File: src/verilog/servo_sig_pkg.sv
////////////////////////////////////////////////////////////////////////////
// servo signal path types: raw adc samples, filtered signal, dac word
////////////////////////////////////////////////////////////////////////////

`default_nettype none

package servo_sig_pkg;

	////////////////////////////////////////////////////////////////////////////
	// widths

	// one ltc2195 channel
	localparam int RAW_WIDTH    = 16;
	// filtered value and channel difference
	localparam int SIGNAL_WIDTH = 24;
	// fast dac word, msbs of the signal
	localparam int DAC_WIDTH    = 16;

	////////////////////////////////////////////////////////////////////////////
	// types

	typedef logic signed [RAW_WIDTH-1:0]    adc_raw_t;
	typedef logic signed [SIGNAL_WIDTH-1:0] signal_t;
	typedef logic signed [DAC_WIDTH-1:0]    dac_word_t;

	// both adc channels, sampled together
	typedef struct packed {
		adc_raw_t ch0;
		adc_raw_t ch1;
	} adc_pair_t;

endpackage

`default_nettype wire
File: src/verilog/sample_buffer.sv
////////////////////////////////////////////////////////////////////////////
// sample buffer: circular fifo of differences, one credit back per pop
////////////////////////////////////////////////////////////////////////////

`default_nettype none

module sample_buffer
	import servo_sig_pkg::*;
#(
	parameter int BUF_DEPTH = 8
) (
	input  wire logic    i_clk1,
	input  wire logic    i_rst,
	input  wire logic    i_push,
	input  wire signal_t i_push_data,
	input  wire logic    i_pop,
	output logic         o_not_empty,
	output signal_t      o_head,
	output logic         o_credit
);

	localparam int PTR_WIDTH = (BUF_DEPTH > 1) ? $clog2(BUF_DEPTH) : 1;
	localparam int CNT_WIDTH = $clog2(BUF_DEPTH + 1);

	typedef logic [PTR_WIDTH-1:0] ptr_t;
	typedef logic [CNT_WIDTH-1:0] cnt_t;

	localparam ptr_t PTR_LAST = ptr_t'(BUF_DEPTH - 1);

	signal_t mem [BUF_DEPTH];
	ptr_t    wr_ptr;
	ptr_t    rd_ptr;
	cnt_t    count;
	logic    pop;

	assign o_not_empty = (count != '0);
	assign o_head      = mem[rd_ptr];
	// no pop from an empty buffer
	assign pop         = i_pop & o_not_empty;

	// storage
	// the producer holds a credit for every push, so no full check
	always_ff @(posedge i_clk1) begin
		if (i_push) begin
			mem[wr_ptr] <= i_push_data;
		end
	end

	////////////////////////////////////////////////////////////////////////////
	// pointers and occupancy

	always_ff @(posedge i_clk1) begin
		if (i_rst) begin
			wr_ptr <= '0;
			rd_ptr <= '0;
			count  <= '0;
		end else begin
			if (i_push) begin
				wr_ptr <= (wr_ptr == PTR_LAST) ? '0 : wr_ptr + ptr_t'(1);
			end
			if (pop) begin
				rd_ptr <= (rd_ptr == PTR_LAST) ? '0 : rd_ptr + ptr_t'(1);
			end
			case ({i_push, pop})
				2'b10:   count <= count + cnt_t'(1);
				2'b01:   count <= count - cnt_t'(1);
				default: count <= count;
			endcase
		end
	end

	// credit one cycle after each pop
	always_ff @(posedge i_clk1) begin
		if (i_rst) begin
			o_credit <= 1'b0;
		end else begin
			o_credit <= pop;
		end
	end

endmodule

`default_nettype wire

File: config.mk
export PLATFORM = sky130hd
export DESIGN_NAME = sample_buffer
export DESIGN_NICKNAME = d
export VERILOG_FILES = /design/src/verilog/servo_sig_pkg.sv /design/src/verilog/sample_buffer.sv
export SDC_FILE = /design/constraint.sdc
export NUM_CORES = 1
export LEC_CHECK = 0
export ABC_AREA = 1
export ABC_CLOCK_PERIOD_IN_PS = 2110
export BUFFER_PORTS_ARGS = -buffer_cell sky130_fd_sc_hd__buf_4
export CAP_MARGIN = 40
export CORE_UTILIZATION = 28
export DETAILED_ROUTE_END_ITERATION = 6
export PLACE_DENSITY = 0.56
export REMOVE_ABC_BUFFERS = 1
export SLEW_MARGIN = 20
export SYNTH_ARGS = -nofsm -noshare
export SYNTH_HDL_FRONTEND = slang
export SYNTH_SLANG_ARGS = --single-unit
File: constraint.sdc
create_clock -name i_clk1 -period 2.11 [get_ports i_clk1]
set_clock_uncertainty 0.2 [all_clocks]
set_input_delay 0.211 -clock i_clk1 [delete_from_list [all_inputs] [get_ports i_clk1]]
set_output_delay 0.211 -clock i_clk1 [all_outputs]
set_load 0.005 [all_outputs]
==> results of run 1 <==
[logic make-up (layout without fill, tap and decap cells)]
group | Yosys count | count (layout) | synth area share (%)
AOI/OAI and AO/OA | 136 | 136 | 8.64
buffers and inverters | 50 | 186 | 3.70
other | 0 | 1 | 0
muxes | 24 | 24 | 2.92
DFF | 206 | 206 | 73.5
and+or+nand+nor | 207 | 207 | 9.94
adders and majority gates | 7 | 7 | 1.07
xor gates and xnor gates | 2 | 2 | 0.213
[how the worst max path moves through the flow]
stage | startpoint | endpoint | slack [ns]
final | flip-flop | o_head[7] | -0.14
after global routing | flip-flop | o_head[18] | -0.21
after CTS | flip-flop | o_head[16] | -0.09
after detailed placement | count[2] | count[2] | 0.07
after global placement | count[0] | count[2] | 0.12
after floorplan | flip-flop | o_head[15] | -2.01
[metal layers]
layer | global-route usage [%] | vias up | share of wire (%)
li1 | - | 2510 | -
met1 | 16.4 | 2609 | 44
met2 | 20.4 | 117 | 49
met3 | 1.97 | 28 | 4.6
met4 | 3.47 | 2 | 2.0
met5 | 0 | - | 0.064
[metrics by stage]
| stage | worst slack, ns | power (uW) | cells |
|---|---|---|---|
| after global placement | 0.124 | 7650 | 1056 |
| after global routing | -0.213 | 13200 | 1153 |
| after detailed placement | 0.0688 | 7680 | 1056 |
| final | -0.141 | 12600 | 1153 |
| after floorplan | -2.01 | 6370 | 599 |
| after CTS | -0.0934 | 12000 | 1130 |
[repair_timing]
action | in CTS | in global routing
cloned | 6 | 14
hold buffers | 27 | 0
endpoints found under the setup margin | 24 | 26
pin swaps | 0 | 7
gates resized for setup | 36 | 40
endpoints found under the hold margin | 206 | 0
buffers inserted | 1 | 8
[worst min-delay path, delay by kind of cell]
family,cells,cell delay [ns]
simple gates,1,0.04
buf+inv,2,0.65
[registers in the layout (all words and copies together), names as in the netlist, named ones only]
register	cells
mem	192
count	4
rd_ptr	3
wr_ptr	3
o_credit	1
[where the power goes]
part           total (uW)  internal [uW]  leakage, uW  switching, uW
Clock                3840           2360     0.000351           1480
Sequential           4770           4660      0.00186            110
Combinational        4040           1960      0.00168           2080
Total               12600           8980      0.00389           3670
[Yosys cell counts, types with 5 or more instances]
library cell | number | area, um^2
edfxtp_1 | 192 | 5770
nor2_1 | 103 | 387
nand2_1 | 86 | 323
o21ai_0 | 69 | 345
o21ai_1 | 35 | 175
mux2i_1 | 24 | 240
o22ai_1 | 24 | 150
inv_1 | 16 | 60.1
dfxtp_1 | 14 | 280
buf_2 | 12 | 60.1
nor2_2 | 10 | 62.6
a21oi_1 | 8 | 40.0
ha_1 | 7 | 87.6
clkbuf_1 | 5 | 18.8
clkbuf_2 | 5 | 25.0
[cell type report]
class | instances | area (um^2) | area share, %
antenna | 1 | 2.50 | 0.0229
clock buffer | 29 | 598 | 5.48
clock inverter | 11 | 126 | 1.16
inverter | 17 | 71.3 | 0.653
multi-input combinational | 376 | 1970 | 18.1
sequential | 206 | 6050 | 55.4
tap | 384 | 480 | 4.40
timing repair buffer | 129 | 1620 | 14.8
[cells in the final DEF (no fill, tap or decap), types with 3 or more instances in the layout]
cell type,n
mux2i_1,23
dfxtp_1,11
edfxtp_1,192
o22ai_1,24
clkinv_1,6
dlygate4sd3_1,27
o21ai_1,52
nand2_2,6
buf_6,9
clkbuf_16,33
ha_1,6
inv_1,15
nor2_2,21
buf_4,57
buf_12,19
clkbuf_1,6
o21ai_2,7
bufinv_16,3
nand2_1,80
a21oi_1,7
nand3_1,4
o21ai_0,45
nor2_4,3
nor2_1,89
buf_16,5
==> flow_summary.ini, run 1 <==
[grt]
grt_first_pass_wirelength_mm = 28.5
grt_max_degree = 37
antenna_found_initial = 2
grt_pass1_vias = 4993
track_usage_pct = 12.2
grt_overflow = 0

[power_and_ir_drop]
p_leak_uw = 0.00389
peakVddDrop_mv = 0.425
p_per_area_nw_per_um2 = 1160

[run_status]
violations = setup timing
status = finished with violations

[die]
die_h_um = 173
die_x_um = 173
core_area_um2 = 28800
start_util_pct = 28.6
die_area_um2 = 30100
core.rowCount = 62
io-pin-count = 54

[clocking]
clock_path_buffers = 3
cts_tree = built
ctsRootBufferMaster = clkbuf_16
cts_buffers = 22
cts.sinks = 206
h-tree-depth = 1
clk_pin_slew_ns = 0.06
clkLatencyLatePin_ns = 0.50

[job]
cap_violations = 0

[critical_path]
critical_path_depth = 8
critPathLaunchType = flip-flop
crit_required_ns = 1.70
cp_top_family = buffers and inverters
slowest_delay_ns = 0.36
cp-end-kind = output port
r2r_cells = 13
r2r-start = count[2]
crit_chain = buf_4 > buf_6 > clkbuf_16 > o21ai_0 > o22ai_1 > nand2_1 > nand2_1 > buf_4
crit_type = flip-flop to output port
crit_slowest_cell = dfxtp_4
crit_arrival_ns = 1.84
r2r_end = count[2]
r2r_slack_ns = 0.11
path_max_fanout = 5
path_buf_inv = 4

[yosys]
ys_seq_area_share_pct = 73.5
syn_avg_cell_area_um2 = 13.0
syn_area_um2 = 8220
ys_warn_count = 0
synth_ff_type = edfxtp_1
synth_edf_count = 192
synthDistinctLibCells = 26
synth_async_sr_flop_share_pct = 0
syn_inst = 632
synth_seq_cells = 206

[hold_path]
hold-path-cell-count = 3
min_from = i_rst
hp-class = input pin to flip-flop
holdPathEnd = wr_ptr[0]

[placed_design]
gp_congestion = 0.744
io_buffers = 53
hpwl_mm = 9.25
place_area_um2 = 9190

[sta]
slew_headroom_pct = 73.2
finalCritPeriodShare_pct = 107
final_max_slew_viol_count = 0
fin_crit_ns = 2.25
whs_ns = 0.263
fmax_ghz = 0.444
tns_ns = -2.22
rsz0062_at_grt = yes
worstMarginPinSlew_ns = 0.402
final-hold-violation-count = 0
setup_viol = 24
fin_ws_ns = -0.141

[finish]
drive_above_1_share_pct = 22.9
stdcell_area_um2 = 10900
nFillCells = 2700
syn_to_final_growth_pct = 32.8
finish.utilization_pct = 38.0
nNetsFinal = 787

[detailed_routing]
routedWlPerCell_um = 17.6
drt_wl_total_mm = 20.3
dr.pass1.iters = 5
vias = 5266
dr.first_iter.drc_count = 291
drc = 0
routed_via_density = 4.57
antenna_left = 0
No activity file was read; power rests on OpenSTA's default activity.
==> run 2, diff against run 1 <==
--- a/config.mk
+++ b/config.mk
@@ -9,6 +9,7 @@
 export ABC_CLOCK_PERIOD_IN_PS = 2110
 export BUFFER_PORTS_ARGS = -buffer_cell sky130_fd_sc_hd__buf_4
 export CAP_MARGIN = 40
+export CORE_ASPECT_RATIO = 0.5
 export CORE_UTILIZATION = 28
 export DETAILED_ROUTE_END_ITERATION = 6
 export PLACE_DENSITY = 0.56
==> flow_summary.ini, run 2 (synthesis gave the netlist of run 1 again) <==
[run_status]
status = finished with violations
violations = setup timing

[clocking]
clock_path_buffers = 3
cts_buffers = 21
clk_pin_slew_ns = 0.06
ctsRootBufferMaster = clkbuf_16
clkLatencyLatePin_ns = 0.49
cts.sinks = 206
h-tree-depth = 1
cts_tree = built

[power_and_ir_drop]
peakVddDrop_mv = 0.487
power.internal_uw = 8580
pwr-share-clk_pct = 29.4
switching_share_pct = 29.4
p_per_area_nw_per_um2 = 1130
power_uw = 12100
p_leak_uw = 0.00380
p_seq_share_pct = 39.1
p_comb_share_pct = 31.5
netSwitchingPower_uw = 3570

[critical_path]
r2r_cells = 13
path_max_fanout = 5
cp-end-kind = output port
crit_arrival_ns = 1.83
crit_required_ns = 1.70
r2r_end = count[2]
crit_type = flip-flop to output port
r2r_slack_ns = 0.07
critPathLaunchType = flip-flop
r2r-start = count[2]

[die]
io-pin-count = 54
start_util_pct = 29.1
die_area_um2 = 30100
core.rowCount = 43
core_area_um2 = 28300
die_x_um = 244
die_h_um = 123

[detailed_routing]
dr.pass1.iters = 5
drc = 0
dr.first_iter.drc_count = 350
top_layer = met4
wl_met3_mm = 1.01
wirelength_met1_mm = 8.96
routed_via_density = 4.58
vias = 5235
met2_length_mm = 9.70
drt_wl_total_mm = 19.9
routedWlPerCell_um = 17.4
antenna_left = 0

[finish]
final_cell_mix = edfxtp_1, nor2_1, nand2_1, buf_4, o21ai_0
antennaDiodeCount = 0
nNetsFinal = 781
largest_reg_flops = 192
stdcell_area_um2 = 10700
reg_top3 = mem x192, count x4
syn_to_final_growth_pct = 30.6
mostFrequentLayoutCell = edfxtp_1
drive_above_1_share_pct = 22.0
regMostFlops = mem

[sta]
fin_crit_ns = 2.24
worstMarginPinSlew_ns = 0.423
setup_viol = 24
tns_ns = -1.72
fin_ws_ns = -0.132
final_max_slew_viol_count = 0
fmax_ghz = 0.446
slew_headroom_pct = 71.8
rsz0062_at_grt = yes
final-hold-violation-count = 0
finalCritPeriodShare_pct = 106
whs_ns = 0.278

[grt]
antenna_found_initial = 0
grt_first_pass_wirelength_mm = 28.2
grt_pass1_vias = 5036
grt_max_degree = 51
grt_overflow = 0
track_usage_pct = 12.1

[hold_path]
holdPathEnd = wr_ptr[0]
hold-path-cell-count = 3
min_from = i_rst
hp-class = input pin to flip-flop

[job]
cap_violations = 0

[placed_design]
io_buffers = 53
gp_congestion = 0.733
hpwl_mm = 9.23
dp_slack_ns = 0.00762
place_area_um2 = 9180
## run 2: metal layers
metal / global-route usage [%] / vias up
li1: - / 2499
met1: 15.8 / 2604
met2: 21.1 / 116
met3: 2.24 / 16
met4: 2.50 / 0
met5: 0 / -
## run 2: repair_timing
item	CTS	global route
cloned	3	12
hold endpoints to repair	206	0
pin swaps	2	14
setup endpoints to repair	25	26
resized for setup	17	46
setup buffers	2	7
hold buffers	27	0
## run 2: power groups by stage
stage	clock, uW	combinational (uW)	sequential, uW
6_report	3570	3830	4750
5_1_grt	3790	4180	4770
4_1_cts	3630	3120	4760
3_5_place_dp	0	2820	4840
3_3_place_gp	0	2790	4840
2_1_floorplan	0	1340	5040
## run 2: how the worst max path moves through the flow
| stage | slack, ns | startpoint | to |
|---|---|---|---|
| 2_1_floorplan | -2.01 | flip-flop | o_head[15] |
| 3_3_place_gp | 0.14 | count[0] | count[2] |
| 4_1_cts | -0.09 | flip-flop | o_head[16] |
| 5_1_grt | -0.20 | flip-flop | o_head[1] |
| 6_report | -0.13 | flip-flop | o_head[21] |
| 3_5_place_dp | 0.008 | count[0] | count[2] |
## run 2: layout make-up
type / count / area (um^2)
fill: 2699 / 17600
inverter: 17 / 71.3
tap: 382 / 478
clock inverter: 4 / 21.3
clock buffer: 33 / 643
timing repair buffer: 124 / 1500
sequential: 206 / 6050
multi-input combinational: 376 / 1970
## run 2: through the flow
| stage | util [%] | instances |
|---|---|---|
| 2_1_floorplan | - | 599 |
| 3_3_place_gp | 32.5 | 1054 |
| 3_5_place_dp | 32.5 | 1054 |
| 4_1_cts | 36.2 | 1123 |
| 5_1_grt | 38.0 | 1142 |
| 6_report | 38.0 | 1142 |
## run 2: critical path: stages (launching register included)
cell and delay, ns:
dfxtp_4 0.36, buf_12 0.14, buf_12 0.11, clkbuf_16 0.14
mux2i_2 0.21, o22ai_1 0.11, nand2_1 0.08, nand2_2 0.07
buf_6 0.11
==> run 3, diff against run 2 <==
--- a/config.mk
+++ b/config.mk
@@ -5,7 +5,7 @@
 export SDC_FILE = /design/constraint.sdc
 export NUM_CORES = 1
 export LEC_CHECK = 0
-export ABC_AREA = 1
+export ABC_AREA = 0
 export ABC_CLOCK_PERIOD_IN_PS = 2110
 export BUFFER_PORTS_ARGS = -buffer_cell sky130_fd_sc_hd__buf_4
 export CAP_MARGIN = 40
==> flow_summary.ini, run 3 <==
[run_status]
status = finished with violations
violations = setup timing

[finish]
nFillCells = 2561
finish.utilization_pct = 36.5
syn_to_final_growth_pct = 27.8
stdcell_area_um2 = 10200
largest_reg_flops = 192
fin_cells = 864
reg_top3 = mem x192, count x4
nNetsFinal = 505
final_cell_mix = edfxtp_1, buf_4, mux4_2, dlygate4sd3_1, clkbuf_16
regMostFlops = mem
antennaDiodeCount = 0
mostFrequentLayoutCell = edfxtp_1
drive_above_1_share_pct = 43.6

[die]
core.rowCount = 43
core_area_um2 = 27800
start_util_pct = 28.6
die_h_um = 121
die_x_um = 240
io-pin-count = 54
die_area_um2 = 29100

[critical_path]
path_max_fanout = 14
cp_top_family = multiplexers
crit_required_ns = 1.70
cp-end-kind = output port
crit_chain = buf_12 > mux4_2 > mux2_4 > buf_6
crit_slowest_cell = mux4_2
path_buf_inv = 2
crit_arrival_ns = 2.04
critPathLaunchType = flip-flop
slowest_delay_ns = 0.51
r2r-start = count[3]
r2r_slack_ns = -0.29
r2r_end = count[2]
crit_type = flip-flop to output port
r2r_cells = 10

[yosys]
synth_edf_count = 192
synthTopCellsByArea = edfxtp_1, mux4_2, dfxtp_1
synth_top_area_cell = edfxtp_1
yosysTopAreaCellShare_pct = 72.5
syn_avg_cell_area_um2 = 22.6
synth_commonest_cells = edfxtp_1, mux4_2, dfxtp_1, nor2_1, mux2_2
yosysMostFrequentCell = edfxtp_1
synth_seq_cells = 206
synth_async_sr_flop_share_pct = 0
syn_area_um2 = 7950
ys_warn_count = 0
synthDistinctLibCells = 29
synth_ff_type = edfxtp_1
syn_inst = 352
ys_seq_area_share_pct = 76.0

[grt]
antenna_found_initial = 0
grt_max_degree = 43
grt_first_pass_wirelength_mm = 23.5
grt_pass1_vias = 4027
track_usage_pct = 10.8
grt_overflow = 0

[placed_design]
hpwl_mm = 8.62
io_buffers = 53
place_area_um2 = 9090
gp_congestion = 0.685
place_inst = 799

[clocking]
ctsRootBufferMaster = clkbuf_16
clock_path_buffers = 3
clk_pin_slew_ns = 0.06
clkLatencyLatePin_ns = 0.48
cts_tree = built
cts.sinks = 206
cts_buffers = 21
h-tree-depth = 1

[power_and_ir_drop]
netSwitchingPower_uw = 2540
p_per_area_nw_per_um2 = 1040
peakVddDrop_mv = 0.544
power_uw = 10600
switching_share_pct = 24.0
power.internal_uw = 8030
pwr-share-clk_pct = 30.9
p_leak_uw = 0.00332
p_seq_share_pct = 44.4
p_comb_share_pct = 24.7

[sta]
final_max_slew_viol_count = 0
finalCritPeriodShare_pct = 116
worstMarginPinSlew_ns = 0.302
whs_ns = 0.154
setup_viol = 26
fin_crit_ns = 2.45
fin_ws_ns = -0.345
rsz0062_at_grt = yes
slew_headroom_pct = 79.9
fmax_ghz = 0.407
final-hold-violation-count = 0

[hold_path]
hold-path-cell-count = 6
holdPathEnd = count[2]
hp-class = input pin to flip-flop
min_from = i_pop

[job]
cap_violations = 0

[detailed_routing]
drc = 0
dr.pass1.iters = 4
routedWlPerCell_um = 17.7
dr.first_iter.drc_count = 231
drt_wl_total_mm = 15.3
routed_via_density = 4.27
vias = 3690
antenna_left = 0
==> run 3: logic make-up (layout without fill, tap and decap cells) <==
group / after synthesis / in the layout / share of synthesized area, %
buf+inv: 17 / 147 / 1.42
xor+xnor: 3 / 3 / 0.331
mux: 78 / 78 / 18.4
flops: 206 / 206 / 76.0
simple gates: 33 / 33 / 2.06
fa+ha+maj: 7 / 7 / 1.10
compound gates: 8 / 8 / 0.692
==> run 3: what timing repair did <==
item | CTS | global route
endpoints found under the hold margin | 206 | 0
hold buffers | 27 | 0
setup endpoints to repair | 28 | 35
gates resized for setup | 36 | 7
pin swaps | 5 | 5
buffers inserted | 8 | 0
==> run 3: area by class of cell <==
| type | count | area, um^2 | area share [%] |
|---|---|---|---|
| Sequential cell | 206 | 6050 | 59.6 |
| Multi-Input combinational cell | 129 | 1920 | 18.9 |
| Timing Repair Buffer | 110 | 1110 | 10.9 |
| Clock buffer | 26 | 544 | 5.36 |
| Tap cell | 382 | 478 | 4.71 |
| Clock inverter | 9 | 47.5 | 0.468 |
| Inverter | 2 | 10.0 | 0.0985 |
==> run 3: worst max-delay path by stage <==
stage	end	slack, ns	cells after the start	from
final	o_head[4]	-0.34	4	flip-flop
after global routing	o_head[4]	-0.42	4	flip-flop
after detailed placement	count[3]	-0.39	8	count[1]
after CTS	o_head[4]	-0.39	4	flip-flop
after floorplan	o_head[11]	-1.31	2	flip-flop
after global placement	count[2]	-0.33	10	count[1]
==> run 3: power groups by stage <==
stage	Combinational [uW]	Sequential (uW)	Clock [uW]
after global placement	2290	4770	0
after global routing	2820	4710	3490
after detailed placement	2310	4780	0
final	2610	4700	3270
after CTS	2690	4700	3340
after floorplan	1150	4970	0
==> run 3: worst register-to-register path, cell delays in order (launching register included) <==
cell     delay [ns]
dfxtp_2        0.32
or4_4          0.55
nand2_4        0.09
inv_4          0.05
ha_4           0.16
xor2_1         0.14
ha_2           0.19
a21oi_2        0.04
xor2_1         0.17
or3_1          0.32
a21oi_1        0.12
==> run 3: through the flow <==
step | setup TNS [ns] | worst slack [ns]
after floorplan | -69.43 | -1.31
after global placement | -0.646 | -0.326
after detailed placement | -0.765 | -0.391
after CTS | -10.07 | -0.394
after global routing | -10.07 | -0.425
final | -7.91 | -0.345
==> run 3: layer usage <==
metal / vias up / routed length, um / part of all wire, % / track usage, %
met5: - / 0 / 0 / 0
met1: 1923 / 6990 / 46 / 14.2
li1: 1694 / - / - / -
met3: 23 / 334 / 2.2 / 1.59
met4: 0 / 325 / 2.1 / 2.71
met2: 50 / 7680 / 50 / 18.6
