### config.mk
export PLATFORM = sky130hd
export DESIGN_NAME = dac_output_stage
export DESIGN_NICKNAME = d
export VERILOG_FILES = /design/src/verilog/servo_sig_pkg.sv /design/src/verilog/dac_output_stage.sv
export SDC_FILE = /design/constraint.sdc
export NUM_CORES = 1
export LEC_CHECK = 0
export BUFFER_PORTS_ARGS = -buffer_cell sky130_fd_sc_hd__buf_2
export CORE_AREA = 8 8 56 58
export CTS_CLUSTER_DIAMETER = 40
export DETAILED_ROUTE_END_ITERATION = 8
export DIE_AREA = 0 0 64 66
export SETUP_SLACK_MARGIN = 0.3
export SYNTH_ARGS = -nofsm -noshare
export SYNTH_HDL_FRONTEND = slang
export SYNTH_SLANG_ARGS = --single-unit
### constraint.sdc
create_clock -name i_clk1 -period 1 [get_ports i_clk1]
set_input_delay 0.15 -clock i_clk1 [delete_from_list [all_inputs] [get_ports i_clk1]]
set_output_delay 0.15 -clock i_clk1 [all_outputs]
set_load 0.01 [all_outputs]
### src/verilog/servo_sig_pkg.sv
////////////////////////////////////////////////////////////////////////////
// servo signal path types: raw adc samples, filtered signal, dac word
////////////////////////////////////////////////////////////////////////////

`default_nettype none

package servo_sig_pkg;

	////////////////////////////////////////////////////////////////////////////
	// widths

	// one ltc2195 channel
	localparam int RAW_WIDTH    = 16;
	// filtered value and channel difference
	localparam int SIGNAL_WIDTH = 24;
	// fast dac word, msbs of the signal
	localparam int DAC_WIDTH    = 16;

	////////////////////////////////////////////////////////////////////////////
	// types

	typedef logic signed [RAW_WIDTH-1:0]    adc_raw_t;
	typedef logic signed [SIGNAL_WIDTH-1:0] signal_t;
	typedef logic signed [DAC_WIDTH-1:0]    dac_word_t;

	// both adc channels, sampled together
	typedef struct packed {
		adc_raw_t ch0;
		adc_raw_t ch1;
	} adc_pair_t;

endpackage

`default_nettype wire
### src/verilog/dac_output_stage.sv
////////////////////////////////////////////////////////////////////////////
// dac output stage: pops the buffer, keeps the msbs, holds under stall
////////////////////////////////////////////////////////////////////////////

`default_nettype none

module dac_output_stage
	import servo_sig_pkg::*;
(
	input  wire logic    i_clk1,
	input  wire logic    i_rst,
	input  wire logic    i_not_empty,
	input  wire signal_t i_head,
	output logic         o_pop,
	input  wire logic    i_dac_ready,
	output logic         o_dac_valid,
	output dac_word_t    o_dac
);

	logic slot_free;

	// word register empty or leaving this cycle
	assign slot_free = ~o_dac_valid | i_dac_ready;
	assign o_pop     = i_not_empty & slot_free;

	// valid flag
	always_ff @(posedge i_clk1) begin
		if (i_rst) begin
			o_dac_valid <= 1'b0;
		end else if (o_pop) begin
			o_dac_valid <= 1'b1;
		end else if (i_dac_ready) begin
			// transfer done, nothing new
			o_dac_valid <= 1'b0;
		end
	end

	// top dac bits of the difference
	// word stays put until the transfer
	always_ff @(posedge i_clk1) begin
		if (o_pop) begin
			o_dac <= i_head[SIGNAL_WIDTH-1 -: DAC_WIDTH];
		end
	end

endmodule

`default_nettype wire

==> results of run 1 <==
[area by class of cell]
type,count,share of cell area [%]
Multi-Input combinational cell,3,3.69
Clock buffer,3,2.65
Sequential cell,17,59.1
Timing Repair Buffer,41,29.1
Tap cell,30,4.42
Clock inverter,1,0.590
Inverter,1,0.442
[critical path: stages, from the launching register on]
cell and delay (ns):
dfxtp_2 0.36, nand2b_4 0.05, and2_4 0.14, buf_6 0.11
[power by group]
part / switching [mW] / internal, mW / leakage [nW]
registers: 0.0129 / 0.827 / 0.163
clock network: 0.199 / 0.148 / 0.0177
logic: 0.0712 / 0.0831 / 0.193
[final timing paths]
kind	startpoint	endpoint	slack, ns	cells past startpoint
worst max-delay path	o_dac_valid	o_pop	-0.09	3
worst min-delay path	i_head[14]	o_dac[6]	0.04	1
worst min register to register	o_dac_valid	o_dac_valid	0.65	4
worst max register to register	o_dac_valid	o_dac[0]	-0.06	3
[flip-flops by register name (all words and copies together), names as in the netlist]
| register | count |
|---|---|
| o_dac_valid | 1 |
| o_dac | 16 |
[layout by cell type, fill, tap and decap left out, drive strengths merged]
cell type	count
buf	40
edfxtp	16
clkbuf	3
nand2b	1
and2	1
inv	1
a21oi	1
clkinv	1
dlygate4sd3	1
dfxtp	1
[cell usage after synthesis]
cell type,number,share of area [%]
dfxtp_1,1,3.7
inv_1,1,0.70
a21oi_2,1,1.6
nand2b_4,1,2.6
and2_4,1,1.6
edfxtp_1,16,90
[routing by layer]
layer / part of all wire [%] / routed length [um] / global-route usage [%] / up-vias
met3: 19 / 251 / 6.10 / 0
li1: - / - / - / 169
met4: 0 / 0 / 1.67 / 0
met1: 42 / 550 / 6.50 / 153
met5: 0 / 0 / 0 / -
met2: 39 / 509 / 8.66 / 32
[logic make-up after synthesis]
family | Yosys count
AOI/OAI and AO/OA | 1
buffers and inverters | 1
DFF | 17
and+or+nand+nor | 2
[repair_timing]
item / 4_1_cts / 5_1_grt
pin swaps: 1 / 1
hold endpoints to repair: 1 / 0
gates resized for setup: 3 / 2
setup buffers: 2 / 1
hold buffers: 1 / 0
setup endpoints to repair: 34 / 35
[through the flow]
stage / cells / util [%] / setup slack, ns
floorplan: 21 / - / 0.0361
global placement: 88 / 32.7 / 0.0194
detailed placement: 88 / 32.7 / 0.00944
CTS: 95 / 35.8 / -0.108
global route: 96 / 36.6 / -0.138
finish: 96 / 36.6 / -0.0911
==> summary.txt, run 1 <==
Run status: finished, violations left
Failing checks: setup timing
Worst Skew: 0.00148 ns
CP Class: reg -> out
Crit path required time: 0.85 ns
Share of post-route cells with drive strength above 1: 72.7%
Drt first pass iters: 2
Synth Cell Area: 536 um^2
Post-Syn Instances: 21
Vias: 354
Max-Cap Viols: 0
Reg clk slew, reported paths: 0.09 ns
Max-slew violations: 0
Crit share post-route: 109%
Final worst slack: -0.0911 ns
Root buffer cell: clkbuf_4
CTS tree: yes
Final setup fails: 17
Net Count, Synth: 49
Least-Margin Pin Slew: 0.196 ns
DR WL/cell: 13.7 um
Pin count of the biggest net entering global routing: 17
Power density over the cells: 1580 mW/mm^2
Antenna violations before repair: 0
First-pass GRT wire length: 2.00 mm
Clk Latency, worst-skew pair: 0.28 ns
Number of synthesized register bits: 17
Startpoint types: register
Hold slack: 0.0394 ns
Final Hold Fails: 0
Main combinational cell family by area after synthesis: simple AND/OR/NAND/NOR gates
Syn. warnings: 0
Power, Total: 1.34 mW
Area of the multi-input gates: 31.3 um^2
NumNets Final: 95
Xor and xnor area share after synthesis: 0%
Die span in x: 64 um
Post-Synth Adder-Cell Area: 0%
DRC Markers: 0
Die span in y: 66 um
DR iter-0 viols: 1
Synth Area in Simple Gates: 4.21%
Ant. Diodes: 0
Clock Sinks: 17
Unrepaired setup endpoints after global routing: true
Gp weighted congestion: 0.711
Post-synthesis mux area share: 0%
Cts bufs inserted: 3
FP Rows: 18
Min Clock Period, post-route: 1.09 ns
Vias per cell: 3.69
Initial Util: 23.1%
Fillers: 241
Vias in the first global route: 427
Die footprint: 0.00422 mm^2
Worst Path Max Fanout: 2
Final wirelength: 1.31 mm
Port Buf Inserts: 37
Grt total ovfl: 0
Pleak: 0.374 nW
WP data arrival: 0.94 ns
Worst IR Drop VDD: 0.939 mV
Max-slew headroom: 86.9%
Longest Clk Path Bufs: 2
Register area: 502 um^2
Placeable Area: 0.00232 mm^2
Area Overhead vs Synth: 58.4%
Worst setup EP type: output pin
Compound-Gate Fraction of Synth Area: 1.64%
Worst Hold Class: in -> reg
Syn_area_per_cell: 25.5 um^2
Netlist cell types: 6
Setup TNS: -1.07 ns
Antenna-violating nets left: 0
Final design instance area without fill: 848 um^2
All-Layer GR Usage: 6.23%
H-Tree Level Count: 1
Fmax: 916 MHz
Dpl cell area: 759 um^2
Sequential element share of the synthesized area: 93.5%
I/O pin cnt: 46
(Power assumes the default switching activity.)
==> run 2, diff against run 1 <==
Settings changed: ABC_AREA set to 1, CORE_AREA 8 8 56 58 to 8 8 55 57, DIE_AREA 0 0 64 66 to 0 0 63 65.
==> run 2 against run 1 <==
- the run still ends with setup timing left
- sequential cell count unchanged
- clock skew up 0.0048 ns
- design area up 9.9%
- worst hold slack worse by 0.0027 ns
- count of clock-buffer cells in the layout up 1
- critical path depth up 1
- utilization up 6.8 points
- global-route usage up 0.49 points
- combinational power up 32%
- clock power up 2%
- area after synthesis down 1.4%
- non-clock buffer count up 5
- largest power group unchanged
==> summary.txt, run 2 <==
Min Clock Period, post-route: 1.15 ns (was 1.09 ns)
I/O pin cnt: 46 (unchanged)
Post-synthesis mux area share: 0% (unchanged)
Max reg flops: 16 (unchanged)
Post-synth top flop: edfxtp_1 (unchanged)
Post-Syn Instances: 22 (was 21)
Cts bufs inserted: 3 (unchanged)
Vias in the first global route: 432 (was 427)
Least-Margin Pin Slew: 0.135 ns (was 0.196 ns)
Max-slew headroom: 91.0% (was 86.9%)
Fmax: 871 MHz (was 916 MHz)
Die span in x: 63 um (was 64 um)
Clk Latency, worst-skew pair: 0.28 ns (about the same)
Number of synthesized flops with an enable pin: 16 (unchanged)
Netlist cell types: 7 (was 6)
Worst IR Drop VDD: 0.811 mV (was 0.939 mV)
Sequential element share of the synthesized area: 94.8% (was 93.5%)
Vias: 388 (was 354)
FP Rows: 17 (was 18)
Syn_area_per_cell: 24.0 um^2 (was 25.5 um^2)
DR WL/cell: 13.9 um (was 13.7 um)
Die span in y: 65 um (was 66 um)
Worst Path Max Fanout: 6 (was 2)
Worst Skew: 0.00626 ns (was 0.00148 ns)
Synth Area in Simple Gates: 1.18% (was 4.21%)
Root buffer cell: clkbuf_4 (unchanged)
Hold path depth: 1 (unchanged)
WP data arrival: 1.16 ns (was 0.94 ns)
Longest Clk Path Bufs: 2 (unchanged)
Final setup fails: 18 (was 17)
Most frequent cells in the layout: buf_2 (32), edfxtp_1 (16), buf_6 (8) (was buf_2 (33), edfxtp_1 (16), buf_6 (5))
Fillers: 218 (was 241)
Die footprint: 0.00410 mm^2 (was 0.00422 mm^2)
Failing checks: setup timing (unchanged)
Reg clk slew, reported paths: 0.10 ns (was 0.09 ns)
Net Count, Synth: 50 (was 49)
Port Buf Inserts: 37 (unchanged)
Worst Hold Class: in -> reg (unchanged)
Antenna-violating nets left: 0 (unchanged)
Top Registers: o_dac (16), o_dac_valid (1) (unchanged)
R2R Setup Slk: -0.15 ns (was -0.06 ns)
Most flops, register: o_dac (unchanged)
Synth top area share: 91.0% (was 89.7%)
Slowest Stage Delay on Critical Path: 0.36 ns (about the same)
DRC Markers: 0 (unchanged)
Final worst slack: -0.149 ns (was -0.0911 ns)
Xor and xnor area share after synthesis: 0% (unchanged)
Crit path required time: 1.01 ns (was 0.85 ns)
CTS tree: yes (unchanged)
Commonest non-fill, non-tap cell in the layout: buf_2 (unchanged)
Count leader, synth: edfxtp_1 (unchanged)
Drt first pass iters: 2 (unchanged)
Worst setup EP type: register (was output pin)
Syn. warnings: 0 (unchanged)
Startpoint types: register (unchanged)
Post-Synth Adder-Cell Area: 0% (unchanged)
Synth Cell Area: 528 um^2 (was 536 um^2)
Critical Path Slowest Stage Cell: dfxtp_4 (was dfxtp_2)
Antenna violations before repair: 0 (unchanged)
Setup slack at placement: 0.0496 ns (was 0.00944 ns)
Pleak: 0.410 nW (was 0.374 nW)
Clock Sinks: 17 (unchanged)
Crit path buffers/inverters: 3 (was 1)
Grt total ovfl: 0 (unchanged)
Area Overhead vs Synth: 76.5% (was 58.4%)
Run status: finished, violations left (unchanged)
Delay-heaviest family, CP: buffers and inverters (was flip-flops)
Final wirelength: 1.39 mm (was 1.31 mm)
DR iter-0 viols: 2 (was 1)
Power density over the cells: 1500 mW/mm^2 (was 1580 mW/mm^2)
Compound-Gate Fraction of Synth Area: 2.61% (was 1.64%)
CP Class: reg -> reg (was reg -> out)
Initial Util: 24.6% (was 23.1%)
Main combinational cell family by area after synthesis: compound AO/OA/AOI/OAI gates (was simple AND/OR/NAND/NOR gates)
Reg2Reg Depth: 4 (was 3)
Placed wire-length estimate: 1.10 mm
Synth area leaders: edfxtp_1 (91%), dfxtp_1 (3.8%), a21oi_2 (1.7%), nand2_2 (1.2%), a21oi_1 (0.95%) (was edfxtp_1 (90%), dfxtp_1 (3.7%), nand2b_4 (2.6%), a21oi_2 (1.6%), and2_4 (1.6%))
Crit share post-route: 115% (was 109%)
Max-Cap Viols: 0 (unchanged)
H-Tree Level Count: 1 (unchanged)
Final Hold Fails: 0 (unchanged)
Number of synthesized register bits: 17 (unchanged)
Share of post-route cells with drive strength above 1: 73.6% (was 72.7%)
Max-slew violations: 0 (unchanged)
NumNets Final: 101 (was 95)
Yosys top cell by area: edfxtp_1 (unchanged)
First-pass GRT wire length: 2.04 mm (was 2.00 mm)
Vias per cell: 3.88 (was 3.69)
Crit-path cells: a21oi_4 > buf_4 > buf_6 > clkbuf_16 (was nand2b_4 > and2_4 > buf_6)
Unrepaired setup endpoints after global routing: true (unchanged)
Async S/R FF share, synth: 0% (unchanged)
Power, Total: 1.40 mW (was 1.34 mW)
Placeable Area: 0.00215 mm^2 (was 0.00232 mm^2)
Pin count of the biggest net entering global routing: 14 (was 17)
All-Layer GR Usage: 6.71% (was 6.23%)
Gp weighted congestion: 0.643 (was 0.711)
WP depth: 4 (was 3)
Ant. Diodes: 0 (unchanged)
==> run 2: cell types whose count changed after synthesis, sizes merged <==
cell    before  now
a21oi        1    2
nand2b       1    0
nand2        0    1
and2         1    0
inv          1    2
==> run 2: final cells by class <==
| type | count | area (um^2) | area share [%] |
|---|---|---|---|
| Clock buffer | 4 | 26.3 | 2.82 |
| Inverter | 2 | 7.51 | 0.805 |
| Multi-Input combinational cell | 3 | 31.3 | 3.36 |
| Sequential cell | 17 | 504 | 54.1 |
| Tap cell | 28 | 35.0 | 3.76 |
| Timing Repair Buffer | 46 | 328 | 35.2 |
==> run 2: final timing paths <==
check                            startpoint     endpoint
worst max register to register  o_dac_valid     o_dac[0]
worst max-delay path            o_dac_valid     o_dac[0]
worst min register to register  o_dac_valid  o_dac_valid
worst min-delay path             i_head[17]     o_dac[9]
==> run 2: power by group <==
part           switching, mW  internal, mW  leakage, nW
combinational         0.0843         0.120        0.231
sequential            0.0122         0.826        0.164
clock                  0.199         0.155       0.0150
==> run 2: repair_timing <==
action	4_1_cts	5_1_grt
hold endpoints to repair	1	0
setup endpoints to repair	34	35
setup buffers	3	2
pin swaps	1	1
resized for setup	5	4
cloned	0	1
hold buffers	1	0
==> run 2: kinds of logic after synthesis <==
kind of cell	count (synthesis)
and+or+nand+nor	1
DFF	17
AOI/OAI and AO/OA	2
buffers and inverters	2
==> run 2: worst register-to-register path, cell delays in order (launching register included) <==
cell	delay [ns]
dfxtp_4	0.36
a21oi_4	0.14
buf_4	0.13
buf_6	0.10
clkbuf_16	0.14
==> run 2: layer usage <==
| metal | GRT usage [%] | vias to the layer above | share of wire (%) |
|---|---|---|---|
| met3 | 6.70 | 2 | 17 |
| met5 | 0 | - | 0 |
| met2 | 8.96 | 30 | 42 |
| li1 | - | 183 | - |
| met1 | 6.05 | 173 | 40 |
| met4 | 5.13 | 0 | 0.57 |
==> run 2: through the flow <==
step	setup TNS, ns	cells	area [um^2]	util [%]	hold slack (ns)
floorplan	-1.64	22	541	-	0.205
global placement	0	89	788	36.7	0.302
detailed placement	0	89	788	36.7	0.305
CTS	-1.28	97	872	40.6	0.0245
global route	-2.53	100	932	43.4	0.0158
finish	-2.12	100	932	43.4	0.0367
==> run 3, diff against run 2 <==
Settings changed: CORE_AREA 8 8 55 57 to 2 2 49 51, DIE_AREA 0 0 63 65 to 0 0 51 53.
==> run 3 against run 2 <==
- the flow still finishes with violations (setup timing)
- die area fell by 34%
- wire length is 25% lower
- sequential share of layout area is 3.0 points higher
- combinational power is 13% lower
- first-iteration DRC count did not move
- register-to-register slack improved by 0.08 ns
- count of clock-buffer cells in the layout is the same
- critical path type is now reg -> out
- critical endpoint is now o_pop
==> summary.txt, run 3 (synthesized netlist as in run 2, its figures left out) <==
Sequential share of power: 61.9% (was 60.0%)
CP most frequent cell: buf_6
Ant. Diodes: 0 (unchanged)
Max-Cap Viols: 0 (unchanged)
Grt total ovfl: 0 (unchanged)
Max-slew headroom: 90.7% (was 91.0%)
Cts bufs inserted: 3 (unchanged)
Slowest Stage Delay on Critical Path: 0.36 ns (about the same)
Vias in the first global route: 347 (was 432)
Final wirelength: 1.04 mm (was 1.39 mm)
Worst Path Max Fanout: 2 (was 6)
Worst Hold Class: in -> reg (unchanged)
Failing checks: setup timing (unchanged)
Antenna-violating nets left: 0 (unchanged)
Worst IR Drop VDD: 0.683 mV (was 0.811 mV)
CP Class: reg -> out (was reg -> reg)
Hold wc startpoint: i_head[12] (was i_head[17])
Least-Margin Pin Slew: 0.139 ns (was 0.135 ns)
Switch Pwr: 271 uW (was 296 uW)
H-Tree Level Count: 1 (unchanged)
All-Layer GR Usage: 7.82% (was 6.71%)
Share of post-route cells with drive strength above 1: 72.5% (was 73.6%)
Setup slack at placement: 0.0531 ns (was 0.0496 ns)
Power density over the cells: 1530 mW/mm^2 (was 1500 mW/mm^2)
Top Registers: o_dac (16), o_dac_valid (1) (unchanged)
First-pass GRT wire length: 1.44 mm (was 2.04 mm)
DR WL/cell: 10.7 um (was 13.9 um)
Reg2reg start: o_dac_valid (unchanged)
Drt first pass iters: 2 (unchanged)
WP data arrival: 0.95 ns (was 1.16 ns)
Delay-heaviest family, CP: flip-flops (was buffers and inverters)
Die span in y: 53 um (was 65 um)
Final worst slack: -0.102 ns (was -0.149 ns)
Initial Util: 24.6% (unchanged)
Switching share of power: 20.1% (was 21.2%)
Crit path required time: 0.85 ns (was 1.01 ns)
Unrepaired setup endpoints after global routing: true (unchanged)
Most frequent cells in the layout: buf_2 (35), edfxtp_1 (16), clkbuf_4 (3), buf_6 (3), buf_4 (2) (was buf_2 (32), edfxtp_1 (16), buf_6 (8))
Commonest non-fill, non-tap cell in the layout: buf_2 (unchanged)
Startpoint types: register (unchanged)
Pin count of the biggest net entering global routing: 17 (was 14)
Antenna violations before repair: 0 (unchanged)
Max-slew violations: 0 (unchanged)
Clock share of power: 25.0% (was 25.4%)
Max reg flops: 16 (unchanged)
I/O pin cnt: 46 (unchanged)
NumNets Final: 98 (was 101)
Worst Skew: 0.00318 ns (was 0.00626 ns)
DR iter-0 viols: 2 (unchanged)
CTS tree: yes (unchanged)
Worst setup EP type: output pin (was register)
Final setup fails: 18 (unchanged)
Fmax: 908 MHz (was 871 MHz)
Gp weighted congestion: 0.632 (was 0.643)
CP Launch Point: o_dac_valid (unchanged)
Area Overhead vs Synth: 67.3% (was 76.5%)
Placed wire-length estimate: 771 um (was 1.10 mm)
Vias: 364 (was 388)
Vias per cell: 3.75 (was 3.88)
Pleak: 0.386 nW (was 0.410 nW)
DRC Markers: 0 (unchanged)
Fillers: 210 (was 218)
Min Clock Period, post-route: 1.10 ns (was 1.15 ns)
Most flops, register: o_dac (unchanged)
Reg clk slew, reported paths: 0.09 ns (was 0.10 ns)
Clock Sinks: 17 (unchanged)
Crit share post-route: 110% (was 115%)
Die span in x: 51 um (was 63 um)
Die footprint: 0.00270 mm^2 (was 0.00410 mm^2)
Clk Latency, worst-skew pair: 0.27 ns (was 0.28 ns)
Crit-path cells: a21oi_4 > buf_6 > buf_6 (was a21oi_4 > buf_4 > buf_6 > clkbuf_16)
FP Rows: 17 (unchanged)
Internal: 1.08 mW (was 1.10 mW)
Critical Path Slowest Stage Cell: dfxtp_4 (unchanged)
Root buffer cell: clkbuf_4 (unchanged)
Port Buf Inserts: 37 (unchanged)
Longest Clk Path Bufs: 2 (unchanged)
Hold slack: 0.0458 ns (was 0.0367 ns)
Part of the power in combinational logic: 13.1% (was 14.6%)
Power, Total: 1.35 mW (was 1.40 mW)
Area of the multi-input gates: 31.3 um^2 (unchanged)
Placeable Area: 0.00215 mm^2 (unchanged)
Crit path buffers/inverters: 2 (was 3)
Register area: 504 um^2 (unchanged)
Final Hold Fails: 0 (unchanged)
Run status: finished, violations left (unchanged)
run 3: cell types whose count changed in the layout (fill, tap and decap cells not counted), sizes merged:
| cell | previous run | this run |
|---|---|---|
| buf | 44 | 41 |
run 3: cell type report:
type                       instances  share of cell area, %
tap                               28                   3.97
timing repair buffer              43                   31.6
clock buffer                       4                   2.97
inverter                           2                  0.850
sequential                        17                   57.1
multi-input combinational          3                   3.54
run 3: layer usage:
| metal | part of all wire [%] | routed length, um | track usage, % | vias to the layer above |
|---|---|---|---|---|
| li1 | - | - | - | 177 |
| met1 | 36 | 374 | 7.54 | 162 |
| met2 | 49 | 507 | 12.6 | 23 |
| met3 | 14 | 144 | 4.52 | 2 |
| met4 | 1.3 | 14 | 5.41 | 0 |
| met5 | 0 | 0 | 0 | - |
run 3: through the flow:
step                util [%]  cells  instance area [um^2]  setup TNS, ns
finish                  41.1     97                   883         -0.971
global route            41.1     97                   883          -1.79
CTS                     40.0     96                   858          -1.35
detailed placement      36.7     89                   788              0
global placement        36.7     89                   788              0
floorplan                  -     22                   541          -1.64
run 3: worst paths after layout:
kind / end / slack, ns / cells past startpoint
worst max-delay path: o_pop / -0.10 / 3
worst max register to register: o_dac[2] / -0.07 / 3
worst min register to register: o_dac_valid / 0.62 / 3
worst min-delay path: o_dac[4] / 0.05 / 1
run 3: power by group through the flow:
stage          Clock [mW]  Combinational, mW  Sequential [mW]
3_5_place_dp            0              0.144            0.856
6_report            0.337              0.177            0.836
3_3_place_gp            0              0.142            0.854
4_1_cts             0.356              0.165            0.837
5_1_grt             0.381              0.191            0.841
2_1_floorplan           0             0.0253            0.879
run 3: what timing repair did:
item                                   CTS  global route
setup buffers                            2             0
gates cloned                             0             1
endpoints found under the hold margin    1             0
setup endpoints to repair               34            35
pin swaps                                1             1
resized for setup                        4             0
hold buffers                             1             0
